==> config.mk <==
export PLATFORM = sky130hd
export DESIGN_NAME = uartCore
export DESIGN_NICKNAME = d
export VERILOG_FILES = /design/src/design/uartPkg.sv /design/src/design/hostPkg.sv /design/src/design/baudTickGen.sv /design/src/design/uartRec.sv /design/src/design/uartTrans.sv /design/src/design/byteFifo.sv /design/src/design/uartHostPort.sv /design/src/design/uartCore.sv
export SDC_FILE = /design/constraint.sdc
export NUM_CORES = 1
export LEC_CHECK = 0
export ABC_AREA = 0
export BUFFER_PORTS_ARGS = -buffer_cell sky130_fd_sc_hd__buf_2
export CORE_UTILIZATION = 39
export CTS_CLUSTER_SIZE = 30
export DETAILED_ROUTE_END_ITERATION = 12
export GPL_TIMING_DRIVEN = 0
export MAX_ROUTING_LAYER = met4
export SLEW_MARGIN = 20
export SYNTH_ARGS = -nofsm -noshare
export SYNTH_HDL_FRONTEND = slang
export SYNTH_SLANG_ARGS = --single-unit
==> constraint.sdc <==
create_clock -name clk -period 2.6 [get_ports clk]
set_clock_uncertainty 0.2 [all_clocks]
set_input_delay 0.26 -clock clk [delete_from_list [all_inputs] [get_ports clk]]
set_output_delay 0.26 -clock clk [all_outputs]
set_load 0.005 [all_outputs]
==> src/design/uartPkg.sv <==
////////////////////////////////////////
// uart line format package
// frame constants and serial-side types
////////////////////////////////////////

package uartPkg;

	////////////////////////////////////////
	// frame format
	////////////////////////////////////////

	localparam int dataBits    = 8;   // data bits per frame
	localparam int sbTick      = 16;  // ticks in the stop bit (one stop bit)
	localparam int overSample  = 16;  // ticks per bit

	// clk cycles between ticks
	// 4 x 16 gives 64 clocks per bit, 640 per frame
	localparam int clksPerTick = 4;

	////////////////////////////////////////
	// types
	////////////////////////////////////////

	// one data byte as it leaves or enters the line
	typedef logic [dataBits-1:0] uartByte;

	// sampling counter, counts ticks inside a bit
	typedef logic [3:0] tickCount;

	// data bit counter, 0..dataBits-1
	typedef logic [2:0] bitIndex;

endpackage

==> src/design/hostPkg.sv <==
////////////////////////////////////////
// host side package
// fifo sizing and host status word
////////////////////////////////////////

package hostPkg;

	localparam int fifoDepth   = 16;  // bytes per fifo
	localparam int fifoAddrLen = 4;   // log2 of depth

	typedef logic [fifoAddrLen-1:0] fifoPtr;   // read/write address
	typedef logic [fifoAddrLen:0]   fifoCount; // occupancy, 0..fifoDepth

	// status word seen by the host
	typedef struct packed
	{
		logic rxEmpty;    // nothing to read
		logic txFull;     // writes will stall
		logic rxOverrun;  // sticky, a received byte was dropped
	} uartStatus;

endpackage

==> src/design/baudTickGen.sv <==
////////////////////////////////////////
// baud tick generator
// one-cycle oversampling tick every clksPerTick clocks
////////////////////////////////////////

`timescale 1ns/1ps

module baudTickGen
(
	input  logic clk,
	input  logic reset,
	output logic tick
);

	import uartPkg::*;

	localparam int cntLen = $clog2(clksPerTick);

	logic [cntLen-1:0] divCnt;  // counts down to zero then reloads

	// free running, shared by rx and tx
	always_ff @(posedge clk or posedge reset)
	begin
		if (reset)
		begin
			divCnt <= cntLen'(clksPerTick - 1);
			tick   <= 1'b0;
		end
		else
		begin
			if (divCnt == '0)
				divCnt <= cntLen'(clksPerTick - 1);  // wrap
			else
				divCnt <= divCnt - 1'b1;
			tick <= (divCnt == '0);  // registered, one clk wide
		end
	end

endmodule

==> src/design/uartRec.sv <==
////////////////////////////////////////
// uart receiver
// 16x oversampled 8N1 frames in, one recDone pulse per byte
////////////////////////////////////////

`timescale 1ns/1ps

module uartRec
(
	input  logic             clk,
	input  logic             reset,
	input  logic             tick,
	input  logic             rx,
	output logic             recDone,
	output uartPkg::uartByte recByte
);

	import uartPkg::*;

	typedef enum logic [1:0]
	{
		recIdle,
		recStart,
		recData,
		recStop
	} recState;

	// compare points for the sampling counter
	localparam tickCount midStart = tickCount'(overSample/2 - 1);  // middle of start bit
	localparam tickCount lastTick = tickCount'(overSample - 1);    // one full bit later
	localparam tickCount stopLast = tickCount'(sbTick - 1);
	localparam bitIndex  lastBit  = bitIndex'(dataBits - 1);

	recState  stateReg, stateNext;
	tickCount sReg, sNext;     // ticks inside current bit
	bitIndex  nReg, nNext;     // data bits taken so far
	uartByte  bReg, bNext;     // shift register filled lsb first

	////////////////////////////////////////
	// state registers
	////////////////////////////////////////

	always_ff @(posedge clk or posedge reset)
	begin
		if (reset)
		begin
			stateReg <= recIdle;
			sReg     <= '0;
			nReg     <= '0;
		end
		else
		begin
			stateReg <= stateNext;
			sReg     <= sNext;
			nReg     <= nNext;
		end
	end

	// received data byte
	always_ff @(posedge clk)
		bReg <= bNext;

	////////////////////////////////////////
	// next state
	////////////////////////////////////////

	always_comb
	begin
		stateNext = stateReg;
		sNext     = sReg;
		nNext     = nReg;
		bNext     = bReg;
		recDone   = 1'b0;

		case (stateReg)
			recIdle:
				if (!rx)  // falling edge of start bit
				begin
					stateNext = recStart;
					sNext     = '0;
				end
			recStart:
				if (tick)
				begin
					// mid start moves on without a glitch check
					if (sReg == midStart)
					begin
						stateNext = recData;
						sNext     = '0;
						nNext     = '0;
					end
					else
						sNext = sReg + 1'b1;
				end
			recData:
				if (tick)
				begin
					if (sReg == lastTick)  // middle of next data bit
					begin
						sNext = '0;
						bNext = {rx, bReg[dataBits-1:1]};
						if (nReg == lastBit)
							stateNext = recStop;
						else
							nNext = nReg + 1'b1;
					end
					else
						sNext = sReg + 1'b1;
				end
			recStop:
				if (tick)
				begin
					if (sReg == stopLast)
					begin
						stateNext = recIdle;
						recDone   = 1'b1;  // byte ready in bReg
					end
					else
						sNext = sReg + 1'b1;
				end
			default:
				stateNext = recIdle;
		endcase
	end

	assign recByte = bReg;

endmodule

==> src/design/uartTrans.sv <==
////////////////////////////////////////
// uart transmitter
// serializes fifo bytes as 8N1 frames
////////////////////////////////////////

`timescale 1ns/1ps

module uartTrans
(
	input  logic             clk,
	input  logic             reset,
	input  logic             tick,
	input  uartPkg::uartByte txHead,
	input  logic             txEmpty,
	output logic             txPop,
	output logic             tx
);

	import uartPkg::*;

	typedef enum logic [1:0]
	{
		trIdle,
		trStart,
		trData,
		trStop
	} transState;

	localparam tickCount lastTick = tickCount'(overSample - 1);
	localparam tickCount stopLast = tickCount'(sbTick - 1);
	localparam bitIndex  lastBit  = bitIndex'(dataBits - 1);

	transState stateReg, stateNext;
	tickCount  sReg, sNext;
	bitIndex   nReg, nNext;
	uartByte   shReg, shNext;   // byte being shifted out
	logic      txReg, txNext;   // registered line driver

	always_ff @(posedge clk or posedge reset)
	begin
		if (reset)
		begin
			stateReg <= trIdle;
			sReg     <= '0;
			nReg     <= '0;
			txReg    <= 1'b1;  // line idles high
		end
		else
		begin
			stateReg <= stateNext;
			sReg     <= sNext;
			nReg     <= nNext;
			txReg    <= txNext;
		end
	end

	always_ff @(posedge clk)
		shReg <= shNext;

	////////////////////////////////////////
	// next state
	////////////////////////////////////////

	always_comb
	begin
		stateNext = stateReg;
		sNext     = sReg;
		nNext     = nReg;
		shNext    = shReg;
		txNext    = txReg;
		txPop     = 1'b0;

		case (stateReg)
			trIdle:
			begin
				txNext = 1'b1;
				if (tick && !txEmpty)  // start bit lines up with a tick
				begin
					txPop     = 1'b1;
					shNext    = txHead;
					sNext     = '0;
					txNext    = 1'b0;
					stateNext = trStart;
				end
			end
			trStart:
				if (tick)
				begin
					if (sReg == lastTick)
					begin
						sNext     = '0;
						nNext     = '0;
						txNext    = shReg[0];  // first data bit, lsb
						stateNext = trData;
					end
					else
						sNext = sReg + 1'b1;
				end
			trData:
				if (tick)
				begin
					if (sReg == lastTick)
					begin
						sNext  = '0;
						shNext = shReg >> 1;
						if (nReg == lastBit)
						begin
							txNext    = 1'b1;  // stop bit
							stateNext = trStop;
						end
						else
						begin
							nNext  = nReg + 1'b1;
							txNext = shReg[1];
						end
					end
					else
						sNext = sReg + 1'b1;
				end
			trStop:
				if (tick)
				begin
					if (sReg == stopLast)
					begin
						sNext = '0;
						// back to back frames, no extra idle tick
						if (!txEmpty)
						begin
							txPop     = 1'b1;
							shNext    = txHead;
							txNext    = 1'b0;
							stateNext = trStart;
						end
						else
							stateNext = trIdle;
					end
					else
						sNext = sReg + 1'b1;
				end
			default:
				stateNext = trIdle;
		endcase
	end

	assign tx = txReg;

endmodule

==> src/design/byteFifo.sv <==
////////////////////////////////////////
// byte fifo
// 16 deep, first word fall through, registered flags
////////////////////////////////////////

`timescale 1ns/1ps

module byteFifo
(
	input  logic             clk,
	input  logic             reset,
	input  logic             push,
	input  logic             pop,
	input  uartPkg::uartByte wrByte,
	output uartPkg::uartByte rdByte,
	output logic             full,
	output logic             empty
);

	import uartPkg::*;
	import hostPkg::*;

	uartByte  mem [fifoDepth];
	fifoPtr   wrPtr, rdPtr;
	fifoCount count, countNext;
	logic     doPush, doPop;

	// overflow and underflow requests are dropped
	assign doPush = push && !full;
	assign doPop  = pop && !empty;

	always_comb
	begin
		countNext = count;
		if (doPush && !doPop)
			countNext = count + 1'b1;
		else if (doPop && !doPush)
			countNext = count - 1'b1;
	end

	////////////////////////////////////////
	// pointers, count, flags
	////////////////////////////////////////

	always_ff @(posedge clk or posedge reset)
	begin
		if (reset)
		begin
			wrPtr <= '0;
			rdPtr <= '0;
			count <= '0;
			full  <= 1'b0;
			empty <= 1'b1;
		end
		else
		begin
			if (doPush)
				wrPtr <= wrPtr + 1'b1;  // wraps at depth
			if (doPop)
				rdPtr <= rdPtr + 1'b1;
			count <= countNext;
			full  <= (countNext == fifoCount'(fifoDepth));
			empty <= (countNext == '0);
		end
	end

	// storage
	always_ff @(posedge clk)
	begin
		if (doPush)
			mem[wrPtr] <= wrByte;
	end

	assign rdByte = mem[rdPtr];  // head visible without a pop

endmodule

==> src/design/uartHostPort.sv <==
////////////////////////////////////////
// host port
// four-phase req/ack channels to the fifos, status word
////////////////////////////////////////

`timescale 1ns/1ps

module uartHostPort
(
	input  logic               clk,
	input  logic               reset,
	input  logic               txReq,
	input  logic               rxReq,
	input  uartPkg::uartByte   txData,
	output logic               txAck,
	output logic               rxAck,
	output uartPkg::uartByte   rxData,
	input  logic               recDone,
	input  logic               rxFull,
	input  logic               rxEmpty,
	input  logic               txFull,
	output logic               rxPush,
	output logic               rxPop,
	output logic               txPush,
	input  uartPkg::uartByte   rxHead,
	output hostPkg::uartStatus status
);

	typedef enum logic
	{
		hsIdle,  // waiting for req
		hsAck    // transfer done, ack up until req drops
	} hsState;

	hsState txState, rxState;
	logic   overrunReg;

	////////////////////////////////////////
	// single cycle fifo strobes
	////////////////////////////////////////

	assign txPush = (txState == hsIdle) && txReq && !txFull;   // stalls while full
	assign rxPop  = (rxState == hsIdle) && rxReq && !rxEmpty;
	assign rxPush = recDone;  // fifo drops it when full

	always_ff @(posedge clk or posedge reset)
	begin
		if (reset)
		begin
			txState    <= hsIdle;
			rxState    <= hsIdle;
			rxData     <= '0;
			overrunReg <= 1'b0;
		end
		else
		begin
			// write channel
			if (txPush)
				txState <= hsAck;
			else if (txState == hsAck && !txReq)
				txState <= hsIdle;

			// read channel, byte held until next read
			if (rxPop)
			begin
				rxState <= hsAck;
				rxData  <= rxHead;
			end
			else if (rxState == hsAck && !rxReq)
				rxState <= hsIdle;

			if (recDone && rxFull)
				overrunReg <= 1'b1;  // sticky till reset
		end
	end

	assign txAck = (txState == hsAck);
	assign rxAck = (rxState == hsAck);

	// status word
	always_comb
	begin
		status.rxEmpty   = rxEmpty;
		status.txFull    = txFull;
		status.rxOverrun = overrunReg;
	end

endmodule

==> src/design/uartCore.sv <==
////////////////////////////////////////
// uart core, top level
// tick gen, rx/tx engines, two fifos, host port
////////////////////////////////////////

`timescale 1ns/1ps

module uartCore
(
	input  logic               clk,
	input  logic               reset,
	input  logic               rx,
	output logic               tx,
	input  logic               txReq,
	input  uartPkg::uartByte   txData,
	output logic               txAck,
	input  logic               rxReq,
	output logic               rxAck,
	output uartPkg::uartByte   rxData,
	output hostPkg::uartStatus status
);

	import uartPkg::*;

	logic    tick;
	logic    recDone;
	uartByte recByte;
	uartByte rxHead, txHead;         // fifo heads
	logic    rxPush, rxPop, rxFull, rxEmpty;
	logic    txPush, txPop, txFull, txEmpty;

	baudTickGen tickGen_inst
	(
		.clk   (clk),
		.reset (reset),
		.tick  (tick)
	);

	////////////////////////////////////////
	// receive path
	////////////////////////////////////////

	uartRec uartRec_inst
	(
		.clk     (clk),
		.reset   (reset),
		.tick    (tick),
		.rx      (rx),
		.recDone (recDone),
		.recByte (recByte)
	);

	byteFifo rxFifo
	(
		.clk    (clk),
		.reset  (reset),
		.push   (rxPush),
		.pop    (rxPop),
		.wrByte (recByte),
		.rdByte (rxHead),
		.full   (rxFull),
		.empty  (rxEmpty)
	);

	////////////////////////////////////////
	// transmit path
	////////////////////////////////////////

	byteFifo txFifo
	(
		.clk    (clk),
		.reset  (reset),
		.push   (txPush),
		.pop    (txPop),
		.wrByte (txData),
		.rdByte (txHead),
		.full   (txFull),
		.empty  (txEmpty)
	);

	uartTrans uartTrans_inst
	(
		.clk     (clk),
		.reset   (reset),
		.tick    (tick),
		.txHead  (txHead),
		.txEmpty (txEmpty),
		.txPop   (txPop),
		.tx      (tx)
	);

	// host handshakes and status
	uartHostPort hostPort_inst
	(
		.clk     (clk),
		.reset   (reset),
		.txReq   (txReq),
		.rxReq   (rxReq),
		.txData  (txData),
		.txAck   (txAck),
		.rxAck   (rxAck),
		.rxData  (rxData),
		.recDone (recDone),
		.rxFull  (rxFull),
		.rxEmpty (rxEmpty),
		.txFull  (txFull),
		.rxPush  (rxPush),
		.rxPop   (rxPop),
		.txPush  (txPush),
		.rxHead  (rxHead),
		.status  (status)
	);

endmodule

### Yosys cells after proc, flatten, opt, wreduce, memory -nomap -nowiden

Memories as Yosys holds them, arrays and structs flattened. A register that Yosys moved wholly into a read port is not among the register bits.
Cells that the tools add are included.

* memory bits (writable): 256
* output and inout bits: 14
* memories kept: 2
* flip-flop bits (word level): 71
* bits of input ports: 13
* logic and storage cells: 202

Memories
* rxFifo.mem: depth 16, bits a word 8, read ports 1, clocked after Yosys merged registers in 1, wr ports 1, line byteFifo.sv:23 `uartByte mem [fifoDepth];`
* txFifo.mem: depth 16, bits a word 8, read ports 1, clocked after Yosys merged registers in 0, wr ports 1, line byteFifo.sv:23

* equality and inequality tests: 34
* mux-type cells: 81
* bitwise logic cells: 2
* add/subtract/negate cells: 13
* reduce and logical (&&, ||, !) cells: 46

Operator list (count)
* $mux W8: 6
* $mux W4: 10
* $mux W2: 17
* $mux W3: 10
* $mux W1: 25
* $add A4 B1 Y4 const B: 6
* $pmux W8 S3: 1
* $ne A2 B2 Y1 const B: 11
* $mux W5: 4
* $ne A2 B1 Y1 const B: 10
* $logic_and A1 B1 Y1: 16
* $pmux W2 S4: 2
* $pmux W4 S4: 1
* $reduce_and A8 Y1: 2
* $reduce_and A7 Y1: 2
* $pmux W3 S2: 2
* $reduce_and A6 Y1: 2
* $add A5 B1 Y5 const B: 2
* $eq A5 B5 Y1 const B: 2
* $logic_not A1 Y1: 10
* $logic_not A5 Y1: 2
* $sub A5 B1 Y5 const B: 2
* $eq A2 B2 Y1 const B: 4
* $eq A4 B4 Y1 const B: 2
* other kinds (16): 25

### Depth between registers and ports, before layout

* depth in word-level cells: 10
* gate-level depth with buffers: 8
* depth with buffers taken out: 7

### Hierarchy

A second synthesis with hierarchy kept.

* cell total of the unflattened synthesis: 810
* area, all modules: 14253.7 um^2

Modules (own cells, without submodules)
* byteFifo (txFifo): cells an instance 302, seq. area each 4220.3 um^2, area each 5873.1 um^2, instances 1
* byteFifo (rxFifo): cells an instance 299, seq. area each 4220.3 um^2, area each 5845.6 um^2, instances 1
* uartTrans: cells an instance 91, seq. area each 491.7 um^2, area each 1057.3 um^2, instances 1
* uartRec: cells an instance 77, seq. area each 465.4 um^2, area each 875.8 um^2, instances 1
* uartHostPort: cells an instance 32, seq. area each 275.3 um^2, area each 490.5 um^2, instances 1
* baudTickGen: cells an instance 9, seq. area each 77.6 um^2, area each 111.4 um^2, instances 1

### Worst setup path after synthesis

No wires, ideal clock.

* kind: register to register
* start: register uartTrans_inst.sReg[0]
* end: register uartTrans_inst.shReg[0] (enable)
* stages on the path, launching flop included: 7
* data required time: 2.014 ns
* setup slack: 0.221 ns
* period minus slack after synthesis: 2.379 ns
* arrival: 1.793 ns
* buffers on the path: 0
* cell sequence: dfrtp_1 ha_1 and3_1 nand2_1 a21oi_1 nor2_1 a211oi_1

* cells in the longest elaborated chain, start to end: 3
* elaborated cells between the ends (all ways): 4
* those cells by class: eq/ne: 3; reduce/logical: 1

Ends and longest elaborated chain
* from (decl): line uartTrans.sv:34 `tickCount sReg, sNext;`
* from (signal assigned): line uartTrans.sv:51 `sReg <= sNext;`
* $eq A4 B4 Y1 *: line uartTrans.sv:102, uartTrans.sv:123
* $ne A2 B1 Y1 (no source line)
* $reduce_and A7 Y1 (no source line) *
* to (signal assigned): line uartTrans.sv:58 `shReg <= shNext;`
* to (decl): line uartTrans.sv:36 `uartByte shReg, shNext;`

Mark *: on every way between the ends. The rest lies on a longest branch, timed or not.
A chain may end at the register's enable or synchronous reset.

### Final worst setup path

* start: register txFifo.rdPtr[1]
* end: register uartTrans_inst.shReg[6] (data pin)

* cells in the longest elaborated chain, start to end: 5
* elaborated cells between the ends (all ways): 6
* those cells by class: mux: 5; memory: 1

Ends and longest elaborated chain
* from (decl): line byteFifo.sv:24 `fifoPtr wrPtr, rdPtr;`
* from (signal assigned): line byteFifo.sv:60 `rdPtr <= rdPtr + 1'b1;`
* $mem_v2 Z16 W8 *
* $mux W8: line uartTrans.sv:127 `if (!txEmpty)`
* $mux W8: line uartTrans.sv:123 `if (sReg == stopLast)`
* $mux W8: line uartTrans.sv:121 `if (tick)`
* $pmux W8 S3 *: line uartTrans.sv:73 `case (stateReg)`
* net uartTrans_inst.shNext[6]: line uartTrans.sv:36

Mark *: on every way through the listed nets, which the timed path passes. The rest lies on a longest branch. The select of a mux whose other input is x is not followed.

==> results.toml <==
[status]
status = "completed"

[die]
start_util = 0.400
ios = 27
dieWidth_microns = 191
core_region_area_sq_um = 34800
die_y_microns = 191
rows = 68
floorplan.die_area_sq_um = 36500

[finish]
final_cell_mix = "edfxtp_1 (272), mux4_2 (57), dfrtp_1 (57)"
area_growth_syn_to_layout_pct = 15.2
fillers = 2964
layout_commonest_cell = "edfxtp_1"
antenna_cells = 0
nets = 909
fin_util = 0.461
layout-drive-gt1-share = 0.238
design_area_sq_um = 16000

[global_route]
grt_overflow = 0
grt_pass1_vias = 7187
antenna_found_initial = 0
grt_max_degree = 36
grt_pass1_wl_mm = 41.0
grt_use_total = 0.153

[route]
vias_per_cell = 5.17
drc = 0
antenna_left = 0
drt_first_pass_iters = 5
via_count = 6959
routed_wl_mm = 26.1
drt_iter0_drc = 311
wl_per_cell_microns = 19.4

[synth]
ys_seq_elements = 335
synthFlopType = "edfxtp_1"
syn_inst = 784
yosysWarnings = 0
synth.avg_cell_area_sq_um = 17.8
ys_seq_area_frac = 0.700
syn_area_sq_um = 13900
syn_nets = 829
async_flop_share = 0.188
netlist-cell-type-count = 57
synth_edf_count = 272

[worst_setup_path]
worstPathRequired_ps = 2640
cp_max_fo = 10
start_kind = "flop"
critPathKind = "flop to flop"
worst-endpoint-arrival_ps = 2520
critPathCaptureType = "flop"

[placement]
numPortBuffers = 26
placed_area_sq_um = 14700
hpwl_mm = 16.5
place_congestion = 0.769
pre_cts_ws_ps = -319

[run]
cap_viol_max_count = 0

[sta]
rsz0062_at_grt = "no"
fin_crit_ps = 2480
max_slew_margin = 0.442
timing.final.crit_share = 0.954
report.final.slew_viol_count = 0
finalHoldViolations = 0
setup_violations = 0
setup_total_negative_slack_ps = 0
fmax_mhz = 403
worst_pin_slew_ps = 834
setup_slack_ps = 120

[pwr]
power_density_nw_per_um2 = 990
p_seq_frac = 0.420
power_leakage_nw = 5.62
pwr-share-clk = 0.318
intPower_mw = 11.4
p_switching_mw = 4.48
p_comb_frac = 0.262
ir_drop_v = 0.000649
p_sw_frac = 0.282

[cts]
h-tree-depth = 2
cts_inserted_buffers = 37
cts_tree = "done"
clockBufferDepth = 3
root_buffer = "clkbuf_16"
clock_sinks = 335
cts.clk_slew.worst_paths_ps = 60
clock_latency_ps = 520

[hold_path]
worstHoldPathType = "input port to asynchronous set/reset pin"
==> sequential cells by signal, summed over array words and instances, names as in the netlist, 2 cells and up <==
name                     flops
uartRec_inst.stateReg        2
uartTrans_inst.sReg          4
rxFifo.wrPtr                 4
tickGen_inst.divCnt          2
rxFifo.count                 5
txFifo.mem                 128
uartTrans_inst.shReg         8
txFifo.count                 5
txFifo.wrPtr                 4
uartRec_inst.sReg            4
uartRec_inst.recByte         8
rxFifo.mem                 128
uartTrans_inst.nReg          3
uartRec_inst.nReg            3
hostPort_inst.rxData         8
rxFifo.rdPtr                 4
uartTrans_inst.stateReg      2
txFifo.rdPtr                 4
==> power groups by stage <==
stage	clock network, mW	registers [mW]	logic, mW
global route	5.38	6.74	4.53
finish	5.05	6.67	4.15
detailed placement	0	6.78	4.14
global placement	0	6.77	4.07
floorplan	0	6.70	3.10
CTS	5.17	6.68	4.17
==> critical path, stage by stage (launching register included) <==
cell     delay, ps
dfrtp_1        340
buf_2          230
buf_2          320
buf_2          370
mux4_2         380
mux2i_1        230
a21oi_1        130
==> area by class of cell <==
| cell class | instances | area, sq um | area share |
|---|---|---|---|
| clock buffers | 49 | 1010 | 0.0632 |
| clock inverters | 18 | 163 | 0.0101 |
| flip-flops and latches | 335 | 9750 | 0.608 |
| well taps | 455 | 569 | 0.0355 |
| multi-input cells | 391 | 3950 | 0.247 |
| inverters | 23 | 88.8 | 0.00554 |
| plain buffers | 35 | 210 | 0.0131 |
| repair buffers | 41 | 285 | 0.0178 |
==> synthesized netlist by cell type (all sizes together), types with 10 or more instances <==
master | number | area share
edfxtp | 272 | 0.59
mux4 | 65 | 0.11
dfrtp | 58 | 0.10
nand2 | 36 | 0.0097
ha | 32 | 0.029
and2 | 30 | 0.013
inv | 23 | 0.0062
o21ai | 21 | 0.0075
mux2 | 20 | 0.016
buf | 19 | 0.0093
mux2i | 19 | 0.014
nor3 | 17 | 0.0061
xnor2 | 17 | 0.011
a21oi | 16 | 0.0058
clkbuf | 16 | 0.0043
nor2 | 15 | 0.0040
nand3 | 13 | 0.0047
o22ai | 10 | 0.0045
==> logic make-up after synthesis <==
family,after synthesis,synth area share
flip-flops,335,0.700
buffers and inverters,58,0.0199
AO/OA/AOI/OAI,84,0.0408
multiplexers,104,0.137
XOR/XNOR,21,0.0132
AND/OR/NAND/NOR,149,0.0593
adder cells (fa/ha/maj),33,0.0295
==> per-stage QoR <==
step	hold slack, ps	std cells	power (mW)
after floorplan	159	784	9.80
after global placement	240	1265	10.8
after detailed placement	85.8	1266	10.9
after CTS	81.6	1347	16.0
after global routing	125	1347	16.7
final	105	1347	15.9
==> routing by layer <==
layer	wire, microns	GRT usage	part of all wire	vias to the layer above
li1	-	-	-	3277
met2	13300	0.253	0.51	110
met4	429	0.0400	0.016	0
met3	936	0.0279	0.036	33
met1	11500	0.194	0.44	3539
met5	0	-	0	-
==> path summary, 6_finish.rpt <==
check                      slack [ps]  cells past startpoint                   start                       end
setup / recovery                  120                      6         txFifo.rdPtr[1]   uartTrans_inst.shReg[6]
hold / removal                    110                      3                   reset  uartRec_inst.stateReg[0]
setup reg to reg                  120                      6         txFifo.rdPtr[1]   uartTrans_inst.shReg[6]
hold reg to reg                   260                      1  tickGen_inst.divCnt[0]    tickGen_inst.divCnt[0]
max in group asynchronous        1510                      4                   reset         uartTrans_inst.tx
min in group clk                  260                      1  tickGen_inst.divCnt[0]    tickGen_inst.divCnt[0]
==> repair_timing <==
item	in CTS	in global routing
gates resized for setup	13	28
endpoints found under the hold margin	193	0
setup buffers	2	0
cloned	0	0
hold buffers	12	0
setup endpoints to repair	145	198
pin swaps	1	1
Power figures use the tool's default switching activity.
